File: config.mk
export PLATFORM = sky130hd
export DESIGN_NAME = i2c_target_standby
export DESIGN_NICKNAME = d
export VERILOG_FILES = /design/src/i2c_standby_pkg.sv /design/src/tti_port_if.sv /design/src/i2c_target_standby.sv /design/src/tti_queues.sv /design/src/standby_flow_fsm.sv /design/src/bus_event_decoder.sv /design/src/sync_fifo.sv
export SDC_FILE = /design/constraint.sdc
export NUM_CORES = 1
export LEC_CHECK = 0
export BUFFER_PORTS_ARGS = -buffer_cell sky130_fd_sc_hd__buf_2
export CORE_MARGIN = 3
export CORE_UTILIZATION = 58
export CTS_BUF_LIST = sky130_fd_sc_hd__clkbuf_4 sky130_fd_sc_hd__clkbuf_8
export CTS_CLUSTER_SIZE = 40
export DETAILED_ROUTE_END_ITERATION = 12
export HOLD_SLACK_MARGIN = 0.08
export PLACE_DENSITY_LB_ADDON = 0.05
export SETUP_SLACK_MARGIN = 0.15
export SYNTH_ARGS = -nofsm -noshare
export SYNTH_HDL_FRONTEND = slang
export SYNTH_SLANG_ARGS = --single-unit
File: constraint.sdc
create_clock -name clk_i -period 3 [get_ports clk_i]
set_clock_uncertainty 0.05 [all_clocks]
set_input_delay 0 -clock clk_i [delete_from_list [all_inputs] [get_ports clk_i]]
set_output_delay 0 -clock clk_i [all_outputs]
set_load 0.05 [all_outputs]
File: src/i2c_standby_pkg.sv
// Event codes, descriptor layouts and queue sizes shared by every block of the standby bridge
package i2c_standby_pkg;

  // Bus-side event identifiers, code 7 is unused and decodes as illegal
  typedef enum logic [2:0] {
    EvtStartWrite = 3'd0,
    EvtStartRead  = 3'd1,
    EvtRestart    = 3'd2,
    EvtStop       = 3'd3,
    EvtData       = 3'd4,
    EvtNack       = 3'd5,
    EvtReadReq    = 3'd6
  } bus_evt_e;

  // One flag per event code, the top flag marks an unknown code
  localparam int EvtFlagsWidth = 8;
  localparam int FlagIllegal   = 7;

  // Status reported back to the host with each response
  typedef enum logic [1:0] {
    RespOk        = 2'd0,
    RespOverflow  = 2'd1,
    RespUnderflow = 2'd2,
    RespProtocol  = 2'd3
  } resp_err_e;

  // Host command, number of bytes the next read returns
  typedef struct packed {
    logic [15:0] data_length;
  } cmd_desc_t;

  // Response written at the end of every transfer
  typedef struct packed {
    resp_err_e   err_status;
    logic [15:0] data_length;
  } resp_desc_t;

  // Queue depths in entries
  localparam int CmdDepth  = 4;
  localparam int TxDepth   = 16;
  localparam int RxDepth   = 16;
  localparam int RespDepth = 4;

  localparam int CmdWidth  = $bits(cmd_desc_t);
  localparam int RespWidth = $bits(resp_desc_t);

  // Width of the RX occupancy count, 0 up to RxDepth
  localparam int RxCntWidth = $clog2(RxDepth + 1);

endpackage
File: src/tti_port_if.sv
// Queue-side bundle between the flow FSM and the transfer queues, one modport per side
`timescale 1ns/1ps

interface tti_port_if
  import i2c_standby_pkg::*;
();

  // Pops and pushes are single-cycle strobes
  logic       cmd_valid;
  logic       cmd_pop;
  cmd_desc_t  cmd_desc;
  logic       tx_valid;
  logic       tx_pop;
  logic [7:0] tx_byte;
  logic       rx_push;
  logic [7:0] rx_byte;
  logic       rx_full;
  logic       resp_push;
  resp_desc_t resp_desc;

  modport fsm (
    input  cmd_valid, cmd_desc, tx_valid, tx_byte, rx_full,
    output cmd_pop, tx_pop, rx_push, rx_byte, resp_push, resp_desc
  );

  modport queues (
    input  cmd_pop, tx_pop, rx_push, rx_byte, resp_push, resp_desc,
    output cmd_valid, cmd_desc, tx_valid, tx_byte, rx_full
  );

endinterface

File: src/i2c_target_standby.sv
// Top level of the I2C target standby bridge, connects decoder, flow FSM and queues
`timescale 1ns/1ps

module i2c_target_standby
  import i2c_standby_pkg::*;
(
  input  logic        clk_i,
  input  logic        rst_ni,

  // Bus-side events and read answers
  input  logic        bus_evt_valid_i,
  input  bus_evt_e    bus_evt_id_i,
  input  logic [7:0]  bus_evt_data_i,
  output logic        rd_byte_valid_o,
  output logic [7:0]  rd_byte_o,
  output logic        err_o,

  // Host-side queue access
  input  logic        cmd_push_i,
  input  logic [15:0] cmd_len_i,
  input  logic        tx_push_i,
  input  logic [7:0]  tx_data_i,
  input  logic        rx_pop_i,
  input  logic        resp_pop_i,
  output logic [7:0]  rx_data_o,
  output logic        rx_empty_o,
  output logic [15:0] resp_len_o,
  output resp_err_e   resp_err_o,
  output logic        resp_empty_o
);

  logic                     evt_valid;
  logic [EvtFlagsWidth-1:0] evt_flags;
  logic [7:0]               evt_data;

  tti_port_if tti ();

  bus_evt_decoder i_bus_evt_decoder (
    .clk_i       (clk_i),
    .rst_ni      (rst_ni),
    .evt_valid_i (bus_evt_valid_i),
    .evt_id_i    (bus_evt_id_i),
    .evt_data_i  (bus_evt_data_i),
    .evt_valid_o (evt_valid),
    .evt_flags_o (evt_flags),
    .evt_data_o  (evt_data)
  );

  standby_flow_fsm i_standby_flow_fsm (
    .clk_i           (clk_i),
    .rst_ni          (rst_ni),
    .evt_valid_i     (evt_valid),
    .evt_flags_i     (evt_flags),
    .evt_data_i      (evt_data),
    .tti             (tti),
    .rd_byte_valid_o (rd_byte_valid_o),
    .rd_byte_o       (rd_byte_o),
    .err_o           (err_o)
  );

  tti_queues i_tti_queues (
    .clk_i        (clk_i),
    .rst_ni       (rst_ni),
    .cmd_push_i   (cmd_push_i),
    .cmd_len_i    (cmd_len_i),
    .tx_push_i    (tx_push_i),
    .tx_data_i    (tx_data_i),
    .rx_pop_i     (rx_pop_i),
    .resp_pop_i   (resp_pop_i),
    .rx_data_o    (rx_data_o),
    .rx_empty_o   (rx_empty_o),
    .resp_len_o   (resp_len_o),
    .resp_err_o   (resp_err_o),
    .resp_empty_o (resp_empty_o),
    .tti          (tti)
  );

endmodule

File: src/tti_queues.sv
// Host-facing queue block of the bridge, holds the command, TX, RX and response FIFOs
`timescale 1ns/1ps

module tti_queues
  import i2c_standby_pkg::*;
(
  input  logic        clk_i,
  input  logic        rst_ni,
  input  logic        cmd_push_i,
  input  logic [15:0] cmd_len_i,
  input  logic        tx_push_i,
  input  logic [7:0]  tx_data_i,
  input  logic        rx_pop_i,
  input  logic        resp_pop_i,
  output logic [7:0]  rx_data_o,
  output logic        rx_empty_o,
  output logic [15:0] resp_len_o,
  output resp_err_e   resp_err_o,
  output logic        resp_empty_o,
  tti_port_if.queues  tti
);

  cmd_desc_t             cmd_wdata;
  logic [CmdWidth-1:0]   cmd_rdata;
  logic [RespWidth-1:0]  resp_rdata;
  resp_desc_t            resp_head;
  logic                  cmd_empty;
  logic                  tx_empty;
  logic                  rx_full_raw;
  logic [RxCntWidth-1:0] rx_level_q;
  logic                  rx_wr;
  logic                  rx_rd;

  assign cmd_wdata.data_length = cmd_len_i;

  sync_fifo #(.Depth(CmdDepth), .Width(CmdWidth)) i_cmd_fifo (
    .clk_i   (clk_i),
    .rst_ni  (rst_ni),
    .push_i  (cmd_push_i),
    .wdata_i (cmd_wdata),
    .pop_i   (tti.cmd_pop),
    .rdata_o (cmd_rdata),
    .empty_o (cmd_empty),
    .full_o  ()
  );

  sync_fifo #(.Depth(TxDepth), .Width(8)) i_tx_fifo (
    .clk_i   (clk_i),
    .rst_ni  (rst_ni),
    .push_i  (tx_push_i),
    .wdata_i (tx_data_i),
    .pop_i   (tti.tx_pop),
    .rdata_o (tti.tx_byte),
    .empty_o (tx_empty),
    .full_o  ()
  );

  sync_fifo #(.Depth(RxDepth), .Width(8)) i_rx_fifo (
    .clk_i   (clk_i),
    .rst_ni  (rst_ni),
    .push_i  (tti.rx_push),
    .wdata_i (tti.rx_byte),
    .pop_i   (rx_pop_i),
    .rdata_o (rx_data_o),
    .empty_o (rx_empty_o),
    .full_o  (rx_full_raw)
  );

  sync_fifo #(.Depth(RespDepth), .Width(RespWidth)) i_resp_fifo (
    .clk_i   (clk_i),
    .rst_ni  (rst_ni),
    .push_i  (tti.resp_push),
    .wdata_i (tti.resp_desc),
    .pop_i   (resp_pop_i),
    .rdata_o (resp_rdata),
    .empty_o (resp_empty_o),
    .full_o  ()
  );

  assign tti.cmd_desc  = cmd_desc_t'(cmd_rdata);
  assign tti.cmd_valid = ~cmd_empty;
  assign tti.tx_valid  = ~tx_empty;

  assign resp_head  = resp_desc_t'(resp_rdata);
  assign resp_len_o = resp_head.data_length;
  assign resp_err_o = resp_head.err_status;

  // RX level tracked here so the FSM also sees the push still in flight
  assign rx_wr = tti.rx_push & ~rx_full_raw;
  assign rx_rd = rx_pop_i & ~rx_empty_o;

  always_ff @(posedge clk_i or negedge rst_ni) begin
    if (!rst_ni) begin
      rx_level_q <= '0;
    end else if (rx_wr && !rx_rd) begin
      rx_level_q <= rx_level_q + 1'b1;
    end else if (rx_rd && !rx_wr) begin
      rx_level_q <= rx_level_q - 1'b1;
    end
  end

  assign tti.rx_full = rx_full_raw |
                       (tti.rx_push & ~rx_rd & (rx_level_q == RxCntWidth'(RxDepth - 1)));

endmodule

File: src/standby_flow_fsm.sv
// Transfer FSM of the bridge, moves bytes between bus events and queues and builds responses
`timescale 1ns/1ps

module standby_flow_fsm
  import i2c_standby_pkg::*;
(
  input  logic                     clk_i,
  input  logic                     rst_ni,
  input  logic                     evt_valid_i,
  input  logic [EvtFlagsWidth-1:0] evt_flags_i,
  input  logic [7:0]               evt_data_i,
  tti_port_if.fsm                  tti,
  output logic                     rd_byte_valid_o,
  output logic [7:0]               rd_byte_o,
  output logic                     err_o
);

  typedef enum logic [2:0] {
    Idle      = 3'd0,
    WriteXfer = 3'd1,
    ReadXfer  = 3'd2,
    ReadDone  = 3'd3,
    Error     = 3'd4
  } state_e;

  state_e      state_q;
  state_e      state_d;
  logic [15:0] byte_cnt_q;
  logic [15:0] byte_cnt_d;
  logic [15:0] rd_len_q;
  logic [15:0] rd_len_d;
  resp_err_e   err_code_q;
  resp_err_e   err_code_d;
  resp_err_e   raise_code;
  logic        raise_err;
  logic        push_rx;
  logic        push_resp;
  logic        send_byte;

  logic ev_start_wr;
  logic ev_start_rd;
  logic ev_end;
  logic ev_data;
  logic ev_nack;
  logic ev_rd_req;
  logic ev_illegal;

  assign ev_start_wr = evt_valid_i & evt_flags_i[EvtStartWrite];
  assign ev_start_rd = evt_valid_i & evt_flags_i[EvtStartRead];
  // Stop and restart both close the current transfer
  assign ev_end      = evt_valid_i & (evt_flags_i[EvtStop] | evt_flags_i[EvtRestart]);
  assign ev_data     = evt_valid_i & evt_flags_i[EvtData];
  assign ev_nack     = evt_valid_i & evt_flags_i[EvtNack];
  assign ev_rd_req   = evt_valid_i & evt_flags_i[EvtReadReq];
  assign ev_illegal  = evt_valid_i & evt_flags_i[FlagIllegal];

  always_comb begin
    state_d     = state_q;
    byte_cnt_d  = byte_cnt_q;
    rd_len_d    = rd_len_q;
    err_code_d  = err_code_q;
    raise_err   = 1'b0;
    raise_code  = RespProtocol;
    push_rx     = 1'b0;
    push_resp   = 1'b0;
    send_byte   = 1'b0;
    tti.cmd_pop = 1'b0;
    tti.tx_pop  = 1'b0;

    if (ev_illegal && state_q != Error) begin
      raise_err = 1'b1;
    end else if (ev_end && state_q != Idle) begin
      push_resp = 1'b1;
    end else begin
      case (state_q)
        Idle: begin
          if (ev_start_wr) begin
            state_d = WriteXfer;
          end else if (ev_start_rd) begin
            if (!tti.cmd_valid) begin
              raise_err = 1'b1;
            end else begin
              // A zero-length command is consumed too, it would block the queue
              tti.cmd_pop = 1'b1;
              rd_len_d    = tti.cmd_desc.data_length;
              if (tti.cmd_desc.data_length == '0) begin
                raise_err = 1'b1;
              end else begin
                state_d = ReadXfer;
              end
            end
          end else if (ev_data || ev_nack || ev_rd_req) begin
            raise_err = 1'b1;
          end
        end
        WriteXfer: begin
          if (ev_data) begin
            if (tti.rx_full) begin
              raise_err  = 1'b1;
              raise_code = RespOverflow;
            end else begin
              push_rx    = 1'b1;
              byte_cnt_d = byte_cnt_q + 16'd1;
            end
          end else if (ev_start_wr || ev_start_rd || ev_rd_req) begin
            raise_err = 1'b1;
          end
        end
        ReadXfer: begin
          if (ev_rd_req) begin
            if (!tti.tx_valid) begin
              raise_err  = 1'b1;
              raise_code = RespUnderflow;
            end else begin
              tti.tx_pop = 1'b1;
              send_byte  = 1'b1;
              byte_cnt_d = byte_cnt_q + 16'd1;
              if (byte_cnt_q + 16'd1 == rd_len_q) begin
                state_d = ReadDone;
              end
            end
          end else if (ev_nack || ev_data || ev_start_wr || ev_start_rd) begin
            // NACK here means the controller gave up before the read length
            raise_err = 1'b1;
          end
        end
        ReadDone: begin
          // Closing NACK is expected, more read requests are not
          if (ev_rd_req || ev_data || ev_start_wr || ev_start_rd) begin
            raise_err = 1'b1;
          end
        end
        Error: begin
          // Events are dropped until stop or restart
        end
        default: state_d = Idle;
      endcase
    end

    if (push_resp) begin
      state_d    = Idle;
      byte_cnt_d = '0;
      err_code_d = RespOk;
    end
    if (raise_err) begin
      state_d    = Error;
      err_code_d = raise_code;
    end
  end

  always_ff @(posedge clk_i or negedge rst_ni) begin
    if (!rst_ni) begin
      state_q         <= Idle;
      byte_cnt_q      <= '0;
      rd_len_q        <= '0;
      err_code_q      <= RespOk;
      err_o           <= 1'b0;
      rd_byte_valid_o <= 1'b0;
      tti.rx_push     <= 1'b0;
      tti.resp_push   <= 1'b0;
    end else begin
      state_q         <= state_d;
      byte_cnt_q      <= byte_cnt_d;
      rd_len_q        <= rd_len_d;
      err_code_q      <= err_code_d;
      err_o           <= raise_err;
      rd_byte_valid_o <= send_byte;
      tti.rx_push     <= push_rx;
      tti.resp_push   <= push_resp;
    end
  end

  // Response takes the count and status as they stand before the closing event
  always_ff @(posedge clk_i) begin
    if (send_byte) begin
      rd_byte_o <= tti.tx_byte;
    end
    if (push_rx) begin
      tti.rx_byte <= evt_data_i;
    end
    if (push_resp) begin
      tti.resp_desc <= '{err_status: err_code_q, data_length: byte_cnt_q};
    end
  end

  a_state_legal: assert property (
    @(posedge clk_i) disable iff (!rst_ni)
    state_q inside {Idle, WriteXfer, ReadXfer, ReadDone, Error}
  );

  a_cmd_pop_valid: assert property (
    @(posedge clk_i) disable iff (!rst_ni) tti.cmd_pop |-> tti.cmd_valid
  );

  a_tx_pop_valid: assert property (
    @(posedge clk_i) disable iff (!rst_ni) tti.tx_pop |-> tti.tx_valid
  );

endmodule

File: src/bus_event_decoder.sv
// Input stage of the bridge, registers each bus event and decodes its identifier into flags
`timescale 1ns/1ps

module bus_evt_decoder
  import i2c_standby_pkg::*;
(
  input  logic                     clk_i,
  input  logic                     rst_ni,
  input  logic                     evt_valid_i,
  input  bus_evt_e                 evt_id_i,
  input  logic [7:0]               evt_data_i,
  output logic                     evt_valid_o,
  output logic [EvtFlagsWidth-1:0] evt_flags_o,
  output logic [7:0]               evt_data_o
);

  logic [EvtFlagsWidth-1:0] flags_d;

  // Flag position equals the event code, anything unlisted is illegal
  always_comb begin
    flags_d = '0;
    if (evt_id_i inside {EvtStartWrite, EvtStartRead, EvtRestart, EvtStop,
                         EvtData, EvtNack, EvtReadReq}) begin
      flags_d[evt_id_i] = 1'b1;
    end else begin
      flags_d[FlagIllegal] = 1'b1;
    end
  end

  always_ff @(posedge clk_i or negedge rst_ni) begin
    if (!rst_ni) begin
      evt_valid_o <= 1'b0;
      evt_flags_o <= '0;
    end else begin
      evt_valid_o <= evt_valid_i;
      if (evt_valid_i) begin
        evt_flags_o <= flags_d;
      end
    end
  end

  always_ff @(posedge clk_i) begin
    if (evt_valid_i) begin
      evt_data_o <= evt_data_i;
    end
  end

  a_flags_onehot: assert property (
    @(posedge clk_i) disable iff (!rst_ni) evt_valid_o |-> $onehot(evt_flags_o)
  );

endmodule

File: src/sync_fifo.sv
// Show-ahead synchronous FIFO with occupancy count, instantiated for every bridge queue
`timescale 1ns/1ps

module sync_fifo #(
  parameter int Depth = 4,
  parameter int Width = 8
) (
  input  logic             clk_i,
  input  logic             rst_ni,
  input  logic             push_i,
  input  logic [Width-1:0] wdata_i,
  input  logic             pop_i,
  output logic [Width-1:0] rdata_o,
  output logic             empty_o,
  output logic             full_o
);

  localparam int PtrWidth = (Depth > 1) ? $clog2(Depth) : 1;
  localparam int CntWidth = $clog2(Depth + 1);

  logic [Width-1:0]    mem_q [Depth];
  logic [PtrWidth-1:0] wr_ptr_q;
  logic [PtrWidth-1:0] rd_ptr_q;
  logic [CntWidth-1:0] count_q;
  logic                do_push;
  logic                do_pop;

  // Overflowing pushes and underflowing pops are dropped
  assign do_push = push_i & ~full_o;
  assign do_pop  = pop_i & ~empty_o;

  always_ff @(posedge clk_i or negedge rst_ni) begin
    if (!rst_ni) begin
      wr_ptr_q <= '0;
      rd_ptr_q <= '0;
      count_q  <= '0;
    end else begin
      if (do_push) begin
        wr_ptr_q <= (wr_ptr_q == PtrWidth'(Depth - 1)) ? '0 : wr_ptr_q + 1'b1;
      end
      if (do_pop) begin
        rd_ptr_q <= (rd_ptr_q == PtrWidth'(Depth - 1)) ? '0 : rd_ptr_q + 1'b1;
      end
      if (do_push && !do_pop) begin
        count_q <= count_q + 1'b1;
      end else if (do_pop && !do_push) begin
        count_q <= count_q - 1'b1;
      end
    end
  end

  always_ff @(posedge clk_i) begin
    if (do_push) begin
      mem_q[wr_ptr_q] <= wdata_i;
    end
  end

  // Head is valid whenever the FIFO is not empty
  assign rdata_o = mem_q[rd_ptr_q];
  assign empty_o = (count_q == '0);
  assign full_o  = (count_q == CntWidth'(Depth));

  a_no_push_full: assert property (@(posedge clk_i) disable iff (!rst_ni) push_i |-> !full_o);
  a_no_pop_empty: assert property (@(posedge clk_i) disable iff (!rst_ni) pop_i |-> !empty_o);

endmodule

# After elaboration in Yosys (flattened, before gate mapping)
# Memory sizes are Yosys's and may differ from the RTL's. A register that Yosys moved wholly into a read port is not among the register bits.
# Cells that the tools add are included.
# op_classes
addsub,19
n_mul,0
div,0
magnitude_cmp,2
n_eq_ne,40
shifts,0
mux,92
bitwise,31
reduce_logical,47
# ops
op,count
$mux 16,7
$mux 3,15
$mux 1,43
$pmux 16 s2,1
$mux 5,6
$mux 2,11
$eq 3x3->1 const B,6
$and 1x1->1,17
$add 16x1->16 const B,1
$add 4x1->4 const B,4
$eq 16x16->1,1
$eq 4x4->1 const B,4
$logic_not 16->1,1
$mux 4,4
$add 5x1->5 const B,3
$ne 3x1->1 const B,5
$sub 5x1->5 const B,3
$eq 3x2->1 const B,4
$logic_not 3->1,4
$not 1->1,12
$logic_and 1x1->1,11
$eq 5x5->1 const B,2
$logic_not 5->1,2
$reduce_bool 2->1,5
other kinds (29),59
# totals
regBits,129
latch_bits,0
ram_bits,392
romBits,0
in_bits,42
out_inout_bits,38
elab_cells,262
n_memories,4
# mem_list
memory,words,word_bits,rd,rd_ports_with_merged_regs,write_ports,line,text
i_tti_queues.i_rx_fifo.mem_q,16,8,1,0,1,sync_fifo.sv:21,logic [Width-1:0] mem_q [Depth];
i_tti_queues.i_tx_fifo.mem_q,16,8,1,1,1,sync_fifo.sv:21,
i_tti_queues.i_resp_fifo.mem_q,4,18,1,0,1,sync_fifo.sv:21,
i_tti_queues.i_cmd_fifo.mem_q,4,16,1,0,1,sync_fifo.sv:21,

# Depth between registers and ports, before layout
# Gate-level depths: netlist of run 1.
# logic_depth
depth_word,14
mapped_depth,15
depth_no_buf,13

# Modules after synthesis
# Synthesis of run 1 repeated with hierarchy kept, for this count alone.
# unflattened
hier_cells,1257
area_unflattened_um2,22143.7
# by_module_without_submodules
module,instances,cells_per_inst,area_each_um2,seq_area_each_um2
sync_fifo (i_tti_queues.i_rx_fifo),1,321,5859.4,4169.0
sync_fifo (i_tti_queues.i_tx_fifo),1,305,5796.8,4169.0
standby_flow_fsm,1,296,3646.0,2047.0
sync_fifo (i_tti_queues.i_resp_fifo),1,131,3046.7,2337.2
sync_fifo (i_tti_queues.i_cmd_fifo),1,121,2771.4,2097.0
bus_evt_decoder,1,39,603.1,465.4
tti_queues,1,44,420.4,125.1

# Worst setup path before layout of run 1
# OpenSTA, ideal clock, no wires.
# synth_path
path_kind,reg2reg
from,register i_tti_queues.i_rx_fifo.count_q[0]
to,register i_tti_queues.i_rx_fifo.count_q[4]
setup_ns,0.125
arrival_ns,3.464
required_time_ns,2.825
slack_ns,-0.639
path_stages_with_launch,13
path_buffers,0
period_less_slack_ns,3.639
path_cell_list,dfrtp_1 -> or4_1 -> nor2_1 -> nor2b_1 -> inv_1 -> ha_1 -> inv_1 -> fa_1 -> a21o_1 -> a21oi_1 -> xnor2_1 -> nor2_1 -> xor2_1
# synth_via
elab_chain_cells,6
word_cells_on_any_way,15
cone_classes,add/sub: 2; eq/ne: 1; mux: 2; bitwise: 4; reduce/logical: 6
# synth_rtl
element,line,text
from (decl),sync_fifo.sv:24,logic [CntWidth-1:0] count_q;
from (signal assigned),sync_fifo.sv:45,count_q <= count_q + 1'b1;
from (signal assigned),sync_fifo.sv:47,count_q <= count_q - 1'b1;
$logic_not 5->1 *,sync_fifo.sv:60,assign empty_o = (count_q == '0);
via rx_empty_o,i2c_target_standby.sv:26,"output logic rx_empty_o,"
$not 1->1 *,sync_fifo.sv:30,assign do_pop = pop_i & ~empty_o;
$and 1x1->1 *,sync_fifo.sv:30,
$logic_not 1->1,sync_fifo.sv:44,if (do_push && !do_pop) begin
$logic_and 1x1->1,sync_fifo.sv:44,
$mux 5 or $reduce_bool 2->1 (tied branches),n/a,
# The timed path passes the listed nets; every way through them passes the cells marked *. The select of a mux whose other input is x is not followed.
# A chain may end at the register's enable or synchronous reset.

# Worst setup path in the final report of run 1
# layout_path
from,register i_tti_queues.i_tx_fifo.count_q[2]
to,"memory i_tti_queues.i_tx_fifo.mem_q[16][3], in the netlist i_tti_queues.i_tx_fifo.mem_q[4][3], enable pin"
# layout_via
elab_chain_cells,5
# layout_rtl
element,line,text
from (decl),sync_fifo.sv:24,
from (signal assigned),sync_fifo.sv:45,
from (signal assigned),sync_fifo.sv:47,
$eq 5x5->1,sync_fifo.sv:61,assign full_o = (count_q == CntWidth'(Depth));
$not 1->1,sync_fifo.sv:29,assign do_push = push_i & ~full_o;
$and 1x1->1,sync_fifo.sv:29,
$mux 1,sync_fifo.sv:53,if (do_push) begin
$mux 1 (not written as such),sync_fifo.sv:54,mem_q[wr_ptr_q] <= wdata_i;
to (decl),sync_fifo.sv:21,
# Every way passes these cells.

==> impl_results.md, run 1 <==
* Slew @ Worst Pin at 1220 ps
* Yosys reg bits at 529
* Post-synth top cells: edfxtp_1 (434), mux4_2 (107), dfrtp_1 (95), nor2_1 (60), nand2_1 (43)
* PwrDens at 830 mW/mm^2
* Outcome: completed
* Placed cell area at 0.0227 sq mm
* Syn_nets at 1228
* Post-synth EDFFs at 434
* Vias per cell at 5.77
* Min cycle time layout at 2780 ps
* Worst setup path endpoint: i_tti_queues.i_tx_fifo.mem_q[4][3]$_DFFE_PP_
* Largest net degree at the start of global routing at 50
* Crit-path max FO at 10
* Worst Setup SP: i_tti_queues.i_tx_fifo.count_q[2]$_DFFE_PN0P_
* First-pass GRT wire length at 64400 um
* Lkg Pwr at 8.89 nW
* DR WL/cell at 21.3 um
* Slew margin rel. at 18.2%
* WL met2 at 19900 um
* Tcrit/Tclk final at 92.7%
* CTS Buf Count at 84
* Synth Area in Adders at 2.46%
* Vias at 11100
* Vias in the first global route at 11400
* RSZ-0062 raised after global routing: yes
* Die X-Extent at 198 um
* Crit start category: flop
* ANT nets after route at 0
* Worst hold slack at 220 ps
* Initial Util at 59.5%
* Largest family of logic cells by synthesized area: multiplexers
* Synth top area cells: edfxtp_1 (61%), mux4_2 (11%), dfrtp_1 (11%)
* Post-synthesis compound-gate area fraction at 3.01%
* Worst Path Required at 3180 ps
* I/O pins at 80
* Worst r2r src: i_tti_queues.i_tx_fifo.count_q[2]$_DFFE_PN0P_
* Max Used Layer: met4
* Remaining DRCs at 0
* Row count at 69
* Fillers at 2319
* Sequential fraction of the synthesis area at 72.2%
* R2r setup slk at 220 ps
* Post-synth ARST share at 18.0%
* Clock-pin slew on the worst setup and hold paths at 60 ps
* Endpoints failing setup at 0
* First-pass DRT Iterations at 5
* Met3 wire len at 2370 um
* Reg2reg path depth at 5
* Slew Limit Fails at 0
* P&R area growth vs syn at 17.8%
* Wire length on met1 at 18000 um
* Clock share of power at 29.4%
* CTS sink cnt at 529
* H-Tree Depth at 3
* RePlAce Congestion at 0.793
* Post-synthesis simple-gate area fraction at 4.79%
* Port Buf Inserts at 79
* Post-synthesis mux area share at 13.6%
* Core Util, Final at 70.1%
* P_int at 0.0145 W
* Syn Std Cell Area at 0.0214 sq mm
* CP Class: flop to flop
* Sequential power share at 45.2%
* Final #Nets at 1475
* Yosys top cell area share at 61.0%
* Initial antenna violation count at 0
* Core Box Area at 0.0359 sq mm
* CTS root buf: clkbuf_8
* Die area at 0.0392 sq mm
* Die Height at 198 um
* Drt total wl at 40900 um
* Maximum VDD drop at 0.554 mV
* Synth Instances at 1147
* Combinational Power Share at 25.4%
* Total gr overflow at 0
* Setup TNS at 0 ps
* Gr usage total at 21.7%
* Worst Hold Class: input port to flop
* Reg2reg end: i_tti_queues.i_tx_fifo.mem_q[4][3]$_DFFE_PP_
* Final Hold Fails at 0
* Skew-Pair Late Insertion Delay at 620 ps
* CTS tree: built
* Cell variety after synth at 62
* Most frequent cell after synthesis: edfxtp_1
* Critical Path End Type: flop
* Max_cap viols at 0
* Largest area contributor in the netlist: edfxtp_1
* Sw power at 0.00636 W
* Synth Area in XOR/XNOR at 2.38%
* Layout cells sized above 1 at 30.4%
* Synth warn at 0
* Final HPWL DP at 25800 um
* WP data arrival at 2960 ps
* Mapped Avg Cell Area at 18.6 sq um
* Finished Cell Area at 0.0252 sq mm
* # diodes at 0
* Max clock buf depth at 3
* Fmax at 359 MHz
* Top_reg_cell synth: edfxtp_1
* Initial DRC count at 748
* Switching share of power at 30.4%
[registers in the layout, summed over array words and instances, names as in the netlist, 5 cells and up]
| name | count |
|---|---|
| i_tti_queues.i_resp_fifo.mem_q | 72 |
| i_standby_flow_fsm.tti.resp_desc | 18 |
| i_bus_evt_decoder.evt_data_o | 8 |
| i_bus_evt_decoder.evt_flags_o | 8 |
| i_tti_queues.rx_level_q | 5 |
| i_standby_flow_fsm.rd_len_q | 16 |
| i_tti_queues.i_rx_fifo.mem_q | 128 |
| i_standby_flow_fsm.tti.rx_byte | 8 |
| i_tti_queues.i_rx_fifo.count_q | 5 |
| i_standby_flow_fsm.byte_cnt_q | 16 |
| i_tti_queues.i_cmd_fifo.mem_q | 64 |
| i_tti_queues.i_tx_fifo.count_q | 5 |
| i_tti_queues.i_tx_fifo.mem_q | 128 |
| i_standby_flow_fsm.rd_byte_o | 8 |
[layout by cell type (no fill, tap or decap), types with 16 or more instances in the layout]
cell type and n:
clkinv_1 16, xor2_1 18, mux4_2 107, buf_4 58, dlygate4sd3_1 68, inv_1 25
nor3_1 19, buf_2 78, nand3_1 17, nand2_1 43, clkbuf_4 28, mux2_2 24
edfxtp_1 434, o21ai_0 26, clkbuf_8 94, xnor2_1 40, dfrtp_1 92, nor2_1 59
ha_1 32
[worst min-delay path by stage]
stage                     from                                           end  slack, ps  depth (start not counted)
5_1_grt        bus_evt_valid_i       i_bus_evt_decoder.evt_valid_o$_DFF_PN0_        200                          2
3_3_place_gp            rst_ni      i_standby_flow_fsm.tti.rx_push$_DFF_PN0_         60                          1
2_1_floorplan           rst_ni  i_bus_evt_decoder.evt_flags_o[0]$_DFFE_PN0P_       -350                          0
6_report       bus_evt_valid_i       i_bus_evt_decoder.evt_valid_o$_DFF_PN0_        220                          2
3_5_place_dp            rst_ni      i_standby_flow_fsm.tti.rx_push$_DFF_PN0_         70                          1
4_1_cts        bus_evt_valid_i       i_bus_evt_decoder.evt_valid_o$_DFF_PN0_        140                          2
[power groups by stage]
stage	registers [W]	logic, W	clock network [W]
floorplan	0.00928	0.00413	0
global placement	0.00958	0.00517	0
detailed placement	0.00961	0.00523	0
CTS	0.00945	0.00536	0.00630
global route	0.00955	0.00574	0.00667
finish	0.00945	0.00531	0.00613
[timing repair]
item,4_1_cts,5_1_grt
endpoints found under the hold margin,337,0
pin swaps,1,4
gates resized for setup,0,8
endpoints found under the setup margin,7,3
setup buffers,2,2
hold buffers,69,0
[critical path, stage by stage, from the launching register on]
cell and delay (ps):
dfrtp_1 420, nor4_2 60, a21boi_0 530, buf_4 280
nand2_1 120, nor2_1 930
[cells by family (layout without fill, tap and decap cells)]
logic type	Yosys count	after routing
AO/OA/AOI/OAI	95	95
buffers and inverters	77	395
multiplexers	143	143
flip-flops	529	529
AND/OR/NAND/NOR	206	206
XOR/XNOR	58	58
adder cells (fa/ha/maj)	39	39
[area by class of cell]
| type | count | area [sq um] | area share (%) |
|---|---|---|---|
| Clock buffer | 122 | 1500 | 5.98 |
| Clock inverter | 35 | 223 | 0.885 |
| Inverter | 29 | 111 | 0.443 |
| Multi-Input combinational cell | 541 | 5720 | 22.7 |
| Sequential cell | 529 | 15400 | 61.3 |
| Tap cell | 461 | 577 | 2.29 |
| Timing Repair Buffer | 209 | 1610 | 6.42 |
[stage by stage]
| step | total power [W] | setup slack [ps] | instances |
|---|---|---|---|
| final | 0.0209 | 218 | 1926 |
| after global routing | 0.0220 | 126 | 1926 |
| after CTS | 0.0211 | 139 | 1924 |
| after detailed placement | 0.0148 | 132 | 1696 |
| after global placement | 0.0148 | 190 | 1696 |
| after floorplan | 0.0134 | 71.8 | 1147 |
[routing by layer]
layer	global-route usage, %	vias to the layer above
li1	-	5074
met1	31.1	5656
met2	34.4	323
met3	4.61	54
met4	6.63	0
met5	0	-
(Power assumes the default switching activity.)
==> inputs of run 2 (changes only) <==
--- a/config.mk
+++ b/config.mk
@@ -6,14 +6,17 @@
 export NUM_CORES = 1
 export LEC_CHECK = 0
 export BUFFER_PORTS_ARGS = -buffer_cell sky130_fd_sc_hd__buf_2
+export CELL_PAD_IN_SITES_DETAIL_PLACEMENT = 1
+export CELL_PAD_IN_SITES_GLOBAL_PLACEMENT = 2
 export CORE_MARGIN = 3
-export CORE_UTILIZATION = 58
+export CORE_UTILIZATION = 45
 export CTS_BUF_LIST = sky130_fd_sc_hd__clkbuf_4 sky130_fd_sc_hd__clkbuf_8
 export CTS_CLUSTER_SIZE = 40
 export DETAILED_ROUTE_END_ITERATION = 12
 export HOLD_SLACK_MARGIN = 0.08
 export PLACE_DENSITY_LB_ADDON = 0.05
 export SETUP_SLACK_MARGIN = 0.15
+export SKIP_LAST_GASP = 1
 export SYNTH_ARGS = -nofsm -noshare
 export SYNTH_HDL_FRONTEND = slang
 export SYNTH_SLANG_ARGS = --single-unit
==> impl_results.md, run 2 (synthesis results as in run 1) <==
* P_int at 0.0148 W
* Initial DRC count at 662
* Gr usage total at 19.4%
* Setup WS post-layout at 295 ps
* Port Buf Inserts at 79
* # diodes at 0
* Fmax at 370 MHz
* Total gr overflow at 0
* Final HPWL DP at 29400 um
* First-pass DRT Iterations at 4
* Vias in the first global route at 12300
* CTS sink cnt at 529
* Largest net degree at the start of global routing at 96
* Die X-Extent at 224 um
* Drt total wl at 46700 um
* Clock-pin slew on the worst setup and hold paths at 60 ps
* Initial Util at 45.7%
* Final #Nets at 1486
* Lkg Pwr at 8.98 nW
* Outcome: completed
* Hold Path Stages at 2
* Die Height at 224 um
* Endpoints failing setup at 0
* I/O pins at 80
* Vias per cell at 5.35
* Clock share of power at 30.3%
* CTS tree: built
* HP Start: bus_evt_valid_i
* Placed cell area at 0.0229 sq mm
* Largest registers: i_tti_queues.i_rx_fifo.mem_q (128), i_tti_queues.i_tx_fifo.mem_q (128), i_tti_queues.i_resp_fifo.mem_q (72)
* Die area at 0.0501 sq mm
* Finished Cell Area at 0.0256 sq mm
* Core Util, Final at 54.7%
* RePlAce Congestion at 0.758
* RSZ-0062 raised after global routing: no
* WP data arrival at 3180 ps
* Final Hold Fails at 0
* Worst Hold Path EP: i_bus_evt_decoder.evt_valid_o$_DFF_PN0_
* Min cycle time layout at 2700 ps
* Sw power at 0.00669 W
* Worst Path Required at 3480 ps
* Remaining DRCs at 0
* Core Box Area at 0.0468 sq mm
* Reg2reg path depth at 12
* Sequential power share at 43.8%
* Inst Count DP at 1846
* Final cell count without fillers at 2086
* Slew margin rel. at 24.2%
* R2r setup slk at 300 ps
* H-Tree Depth at 3
* Worst r2r src: i_tti_queues.i_rx_fifo.count_q[2]$_DFFE_PN0P_
* Crit start category: flop
* Setup TNS at 0 ps
* Maximum VDD drop at 0.494 mV
* Switching share of power at 31.1%
* Critical Path End Type: flop
* Max_cap viols at 0
* Layout cells sized above 1 at 31.0%
* Worst Hold Class: input port to flop
* Pre-CTS setup slack at 97.1 ps
* Vias at 11200
* ANT nets after route at 0
* DR WL/cell at 22.4 um
* Slew @ Worst Pin at 1130 ps
* Initial antenna violation count at 0
* Crit-path max FO at 8
* Slew Limit Fails at 0
* Skew-Pair Late Insertion Delay at 660 ps
* Combinational Power Share at 25.9%
* First-pass GRT wire length at 73300 um
* CTS root buf: clkbuf_8
* Commonest non-fill, non-tap cells in the layout: edfxtp_1 (434), mux4_2 (107), clkbuf_8 (95)
* Reg2reg end: i_tti_queues.rx_level_q[4]$_DFFE_PN0P_
* Row count at 79
* CP Class: flop to flop
* Tcrit/Tclk final at 90.2%
* P&R area growth vs syn at 19.7%
* CTS Buf Count at 89
* PwrDens at 841 mW/mm^2
* Max clock buf depth at 3
* Fillers at 4291
* Commonest non-fill, non-tap cell in the layout: edfxtp_1
## run 2: cell count changes in the layout (fill, tap and decap cells not counted), sizes merged
cell / change
buf: +4
clkinv: -1
clkinvlp: -1
dlygate4sd3: +2
inv: +1
clkbuf: +8
bufinv: +1
## run 2: power groups by stage
stage	Clock [W]	Sequential (W)	Combinational, W
floorplan	0	0.00928	0.00413
global placement	0	0.00953	0.00543
detailed placement	0	0.00957	0.00551
CTS	0.00673	0.00942	0.00561
global route	0.00707	0.00953	0.00606
finish	0.00652	0.00942	0.00557
## run 2: final cells by class
cell class | count | area, sq um | area share [%]
flip-flops and latches | 529 | 15400 | 60.3
well taps | 607 | 759 | 2.97
clock buffers | 130 | 1570 | 6.14
repair buffers | 215 | 1710 | 6.68
inverters | 29 | 114 | 0.445
clock inverters | 35 | 268 | 1.05
multi-input cells | 541 | 5730 | 22.4
## run 2: worst max-delay path: stages (launching register included)
cell and delay [ps]:
dfrtp_1 390, or4_4 550, nor2_4 130, nor2b_4 70
inv_4 80, ha_4 160, inv_4 70, fa_2 400
a21o_1 180, a21oi_2 140, xnor2_1 130, nor2_1 80
xor2_1 160
## run 2: stage by stage
step	total power (W)	hold slack [ps]
floorplan	0.0134	-346
global placement	0.0150	81.3
detailed placement	0.0151	68.3
CTS	0.0218	113
global route	0.0227	175
finish	0.0215	187
## run 2: routing by layer
| layer | wire, um | global-route usage [%] | part of all wire, % |
|---|---|---|---|
| met5 | 0 | 0 | 0 |
| met4 | 969 | 6.34 | 2.1 |
| met2 | 22900 | 31.9 | 49 |
| met3 | 1890 | 3.39 | 4.0 |
| met1 | 20900 | 26.6 | 45 |
## run 2: worst max-delay path by stage
stage / start / end / slack [ps] / cells after the start
final: i_tti_queues.i_rx_fifo.count_q[2]$_DFFE_PN0P_ / i_tti_queues.rx_level_q[4]$_DFFE_PN0P_ / 300 / 12
after global placement: i_tti_queues.i_tx_fifo.count_q[2]$_DFFE_PN0P_ / i_tti_queues.i_tx_fifo.count_q[4]$_DFFE_PN0P_ / 150 / 13
after floorplan: i_tti_queues.i_rx_fifo.count_q[1]$_DFFE_PN0P_ / i_tti_queues.i_rx_fifo.count_q[4]$_DFFE_PN0P_ / 70 / 12
after CTS: i_tti_queues.i_tx_fifo.count_q[1]$_DFFE_PN0P_ / i_tti_queues.i_tx_fifo.count_q[4]$_DFFE_PN0P_ / 160 / 13
after global routing: i_tti_queues.i_rx_fifo.count_q[2]$_DFFE_PN0P_ / i_tti_queues.rx_level_q[4]$_DFFE_PN0P_ / 160 / 12
after detailed placement: i_tti_queues.i_tx_fifo.count_q[2]$_DFFE_PN0P_ / i_tti_queues.i_tx_fifo.count_q[4]$_DFFE_PN0P_ / 100 / 13
## run 2: what timing repair did
item | CTS | global route
setup endpoints to repair | 2 | 6
gates resized for setup | 2 | 10
pin swaps | 1 | 6
buffers inserted | 0 | 5
hold buffers | 70 | 0
endpoints found under the hold margin | 340 | 0
==> inputs of run 3 (changes only) <==
--- a/config.mk
+++ b/config.mk
@@ -9,14 +9,15 @@
 export CELL_PAD_IN_SITES_DETAIL_PLACEMENT = 1
 export CELL_PAD_IN_SITES_GLOBAL_PLACEMENT = 2
 export CORE_MARGIN = 3
-export CORE_UTILIZATION = 45
+export CORE_UTILIZATION = 44
 export CTS_BUF_LIST = sky130_fd_sc_hd__clkbuf_4 sky130_fd_sc_hd__clkbuf_8
 export CTS_CLUSTER_SIZE = 40
 export DETAILED_ROUTE_END_ITERATION = 12
-export HOLD_SLACK_MARGIN = 0.08
+export HOLD_SLACK_MARGIN = 0.12
 export PLACE_DENSITY_LB_ADDON = 0.05
 export SETUP_SLACK_MARGIN = 0.15
 export SKIP_LAST_GASP = 1
 export SYNTH_ARGS = -nofsm -noshare
 export SYNTH_HDL_FRONTEND = slang
+export SYNTH_HIERARCHICAL = 1
 export SYNTH_SLANG_ARGS = --single-unit
==> impl_results.md, run 3 <==
* First-pass GRT wire length at 78100 um
* First-pass DRT Iterations at 4
* CTS root buf: clkbuf_8
* Crit start category: flop
* Worst r2r src: i_tti_queues/i_tx_fifo/count_q[3]$_DFFE_PN0P_
* Maximum VDD drop at 0.469 mV
* Initial Util at 44.9%
* Die X-Extent at 230 um
* Cells along the critical path: or4_4 > nor2_4 > inv_2 > and4bb_4 > o21ai_4 > ha_4 > inv_2 > ha_1 > or3_1 > o2111ai_2 > o311ai_1
* Critical Path End Type: flop
* Final #Nets at 1623
* Commonest non-fill, non-tap cell in the layout: edfxtp_1
* Die Height at 230 um
* CTS sink cnt at 529
* Total gr overflow at 0
* I/O pins at 80
* DR WL/cell at 21.9 um
* Mapped Avg Cell Area at 17.6 sq um
* Worst hold slack at 210 ps
* Initial antenna violation count at 1
* Min cycle time layout at 2750 ps
* Met2 Use GR at 33.8%
* Worst path max stage delay at 560 ps
* WP data arrival at 3210 ps
* Final HPWL DP at 32000 um
* Commonest non-fill, non-tap cells in the layout: edfxtp_1 (434), clkbuf_8 (98), dfrtp_1 (90)
* PwrDens at 857 mW/mm^2
* Tcrit/Tclk final at 91.6%
* RSZ-0062 raised after global routing: yes
* Top cell by count, worst path: inv_2
* Final Hold Fails at 0
* Worst Hold Class: input port to flop
* Core Box Area at 0.0494 sq mm
* Vias in the first global route at 13200
* # diodes at 0
* Max clock buf depth at 3
* Worst Setup SP: i_tti_queues/i_tx_fifo/count_q[3]$_DFFE_PN0P_
* Slew margin rel. at 36.8%
* Syn_nets at 1340
* Die area at 0.0530 sq mm
* Clock-pin slew on the worst setup and hold paths at 60 ps
* RePlAce Congestion at 0.748
* P&R area growth vs syn at 20.1%
* Drt total wl at 49800 um
* Gr usage total at 19.3%
* Lkg Pwr at 9.53 nW
* Reg2reg path depth at 11
* Crit-path max FO at 5
* Initial DRC count at 548
* H-Tree Depth at 3
* Remaining DRCs at 0
* Synth warn at 6
* CTS tree: built
* M3 GR Usage at 3.75%
* Overall Power at 0.0228 W
* Worst setup path endpoint: i_tti_queues/i_tx_fifo/count_q[4]$_DFFE_PN0P_
* Largest registers: i_tti_queues/i_rx_fifo/mem_q (128), i_tti_queues/i_tx_fifo/mem_q (128), i_tti_queues/i_resp_fifo/mem_q (72)
* Layout cells sized above 1 at 31.1%
* Slew Limit Fails at 0
* Setup TNS at 0 ps
* Vias per cell at 5.30
* Final cell count without fillers at 2276
* Reg2reg end: i_tti_queues/i_tx_fifo/count_q[4]$_DFFE_PN0P_
* Slew @ Worst Pin at 945 ps
* Max_cap viols at 0
* CP Class: flop to flop
* ANT nets after route at 0
* Skew-Pair Late Insertion Delay at 670 ps
* Inst Count DP at 2017
* Slowest CP cell: or4_4
* Vias at 12100
* CTS Buf Count at 91
* Fillers at 4624
* Endpoints failing setup at 0
* GRT Max-Usage Layer: met2
* Syn Std Cell Area at 0.0221 sq mm
* Port Buf Inserts at 79
* Synth Instances at 1256
* Fmax at 364 MHz
* R2r setup slk at 250 ps
* Met1 usage at 24.5%
* Outcome: completed
* Worst Path Required at 3470 ps
* Row count at 81
* Largest net degree at the start of global routing at 50
-- run 3: cell count changes in the layout (fill, tap and decap cells not counted), moves of 13 or more --
| cell | change |
|---|---|
| xnor2_1 | -15 |
| inv_1 | +15 |
| mux4_2 | -34 |
| o21ai_0 | +18 |
| mux2_4 | +13 |
| a22oi_1 | +16 |
| buf_4 | +23 |
-- run 3: area by class of cell --
cell class | count | area, sq um | share of cell area (%)
Sequential cell | 529 | 15400 | 58.0
Multi-Input combinational cell | 626 | 6350 | 23.9
Timing Repair Buffer | 245 | 1970 | 7.43
Clock buffer | 128 | 1570 | 5.92
Tap cell | 664 | 831 | 3.12
Clock inverter | 38 | 263 | 0.988
Inverter | 46 | 176 | 0.663
-- run 3: where the power goes --
part / switching [W] / internal, W
Combinational: 0.00366 / 0.00295
Sequential: 0.000848 / 0.00883
Clock: 0.00291 / 0.00359
Total: 0.00741 / 0.0154
-- run 3: worst min-delay path by stage --
stage                    startpoint                                               to  slack [ps]  cells after the start
floorplan                    rst_ni     i_bus_evt_decoder/evt_flags_o[0]$_DFFE_PN0P_        -350                      0
global placement             rst_ni  i_tti_queues/i_resp_fifo/count_q[0]$_DFFE_PN0P_          70                      1
detailed placement           rst_ni  i_tti_queues/i_resp_fifo/count_q[0]$_DFFE_PN0P_          70                      1
CTS                 bus_evt_id_i[1]     i_bus_evt_decoder/evt_flags_o[2]$_DFFE_PN0P_         140                      4
global route           tx_data_i[3]     i_tti_queues/i_tx_fifo/mem_q[1][3]$_DFFE_PP_         190                      2
finish              bus_evt_id_i[1]     i_bus_evt_decoder/evt_flags_o[4]$_DFFE_PN0P_         210                      4
-- run 3: repair_timing --
item                                    in CTS  in global routing
pin swaps                                    1                  7
hold buffers                                77                  0
setup buffers                                8                  7
hold endpoints to repair                   409                  0
endpoints found under the setup margin      10                 21
cloned                                       1                  0
resized for setup                           13                 21
-- run 3: routing by layer --
layer | vias to the layer above | wire length, um
li1 | 5536 | -
met1 | 6250 | 20900
met2 | 213 | 26200
met3 | 68 | 1840
met4 | 0 | 902
met5 | - | 0
-- run 3: critical path, delay by kind of cell, from the launching register on --
kind	cells	cell delay, ps
buffers and inverters	2	130
AND/OR/NAND/NOR	4	1250
adder cells (fa/ha/maj)	2	410
AO/OA/AOI/OAI	3	390
flip-flops	1	380
-- run 3: stage by stage --
stage	area (sq um)	util (%)	setup WS, ps
5_1_grt	26600	53.9	97.4
3_3_place_gp	23700	47.9	72.1
3_5_place_dp	23700	47.9	5.03
2_1_floorplan	22200	-	134
4_1_cts	26400	53.6	152
6_report	26600	53.9	252
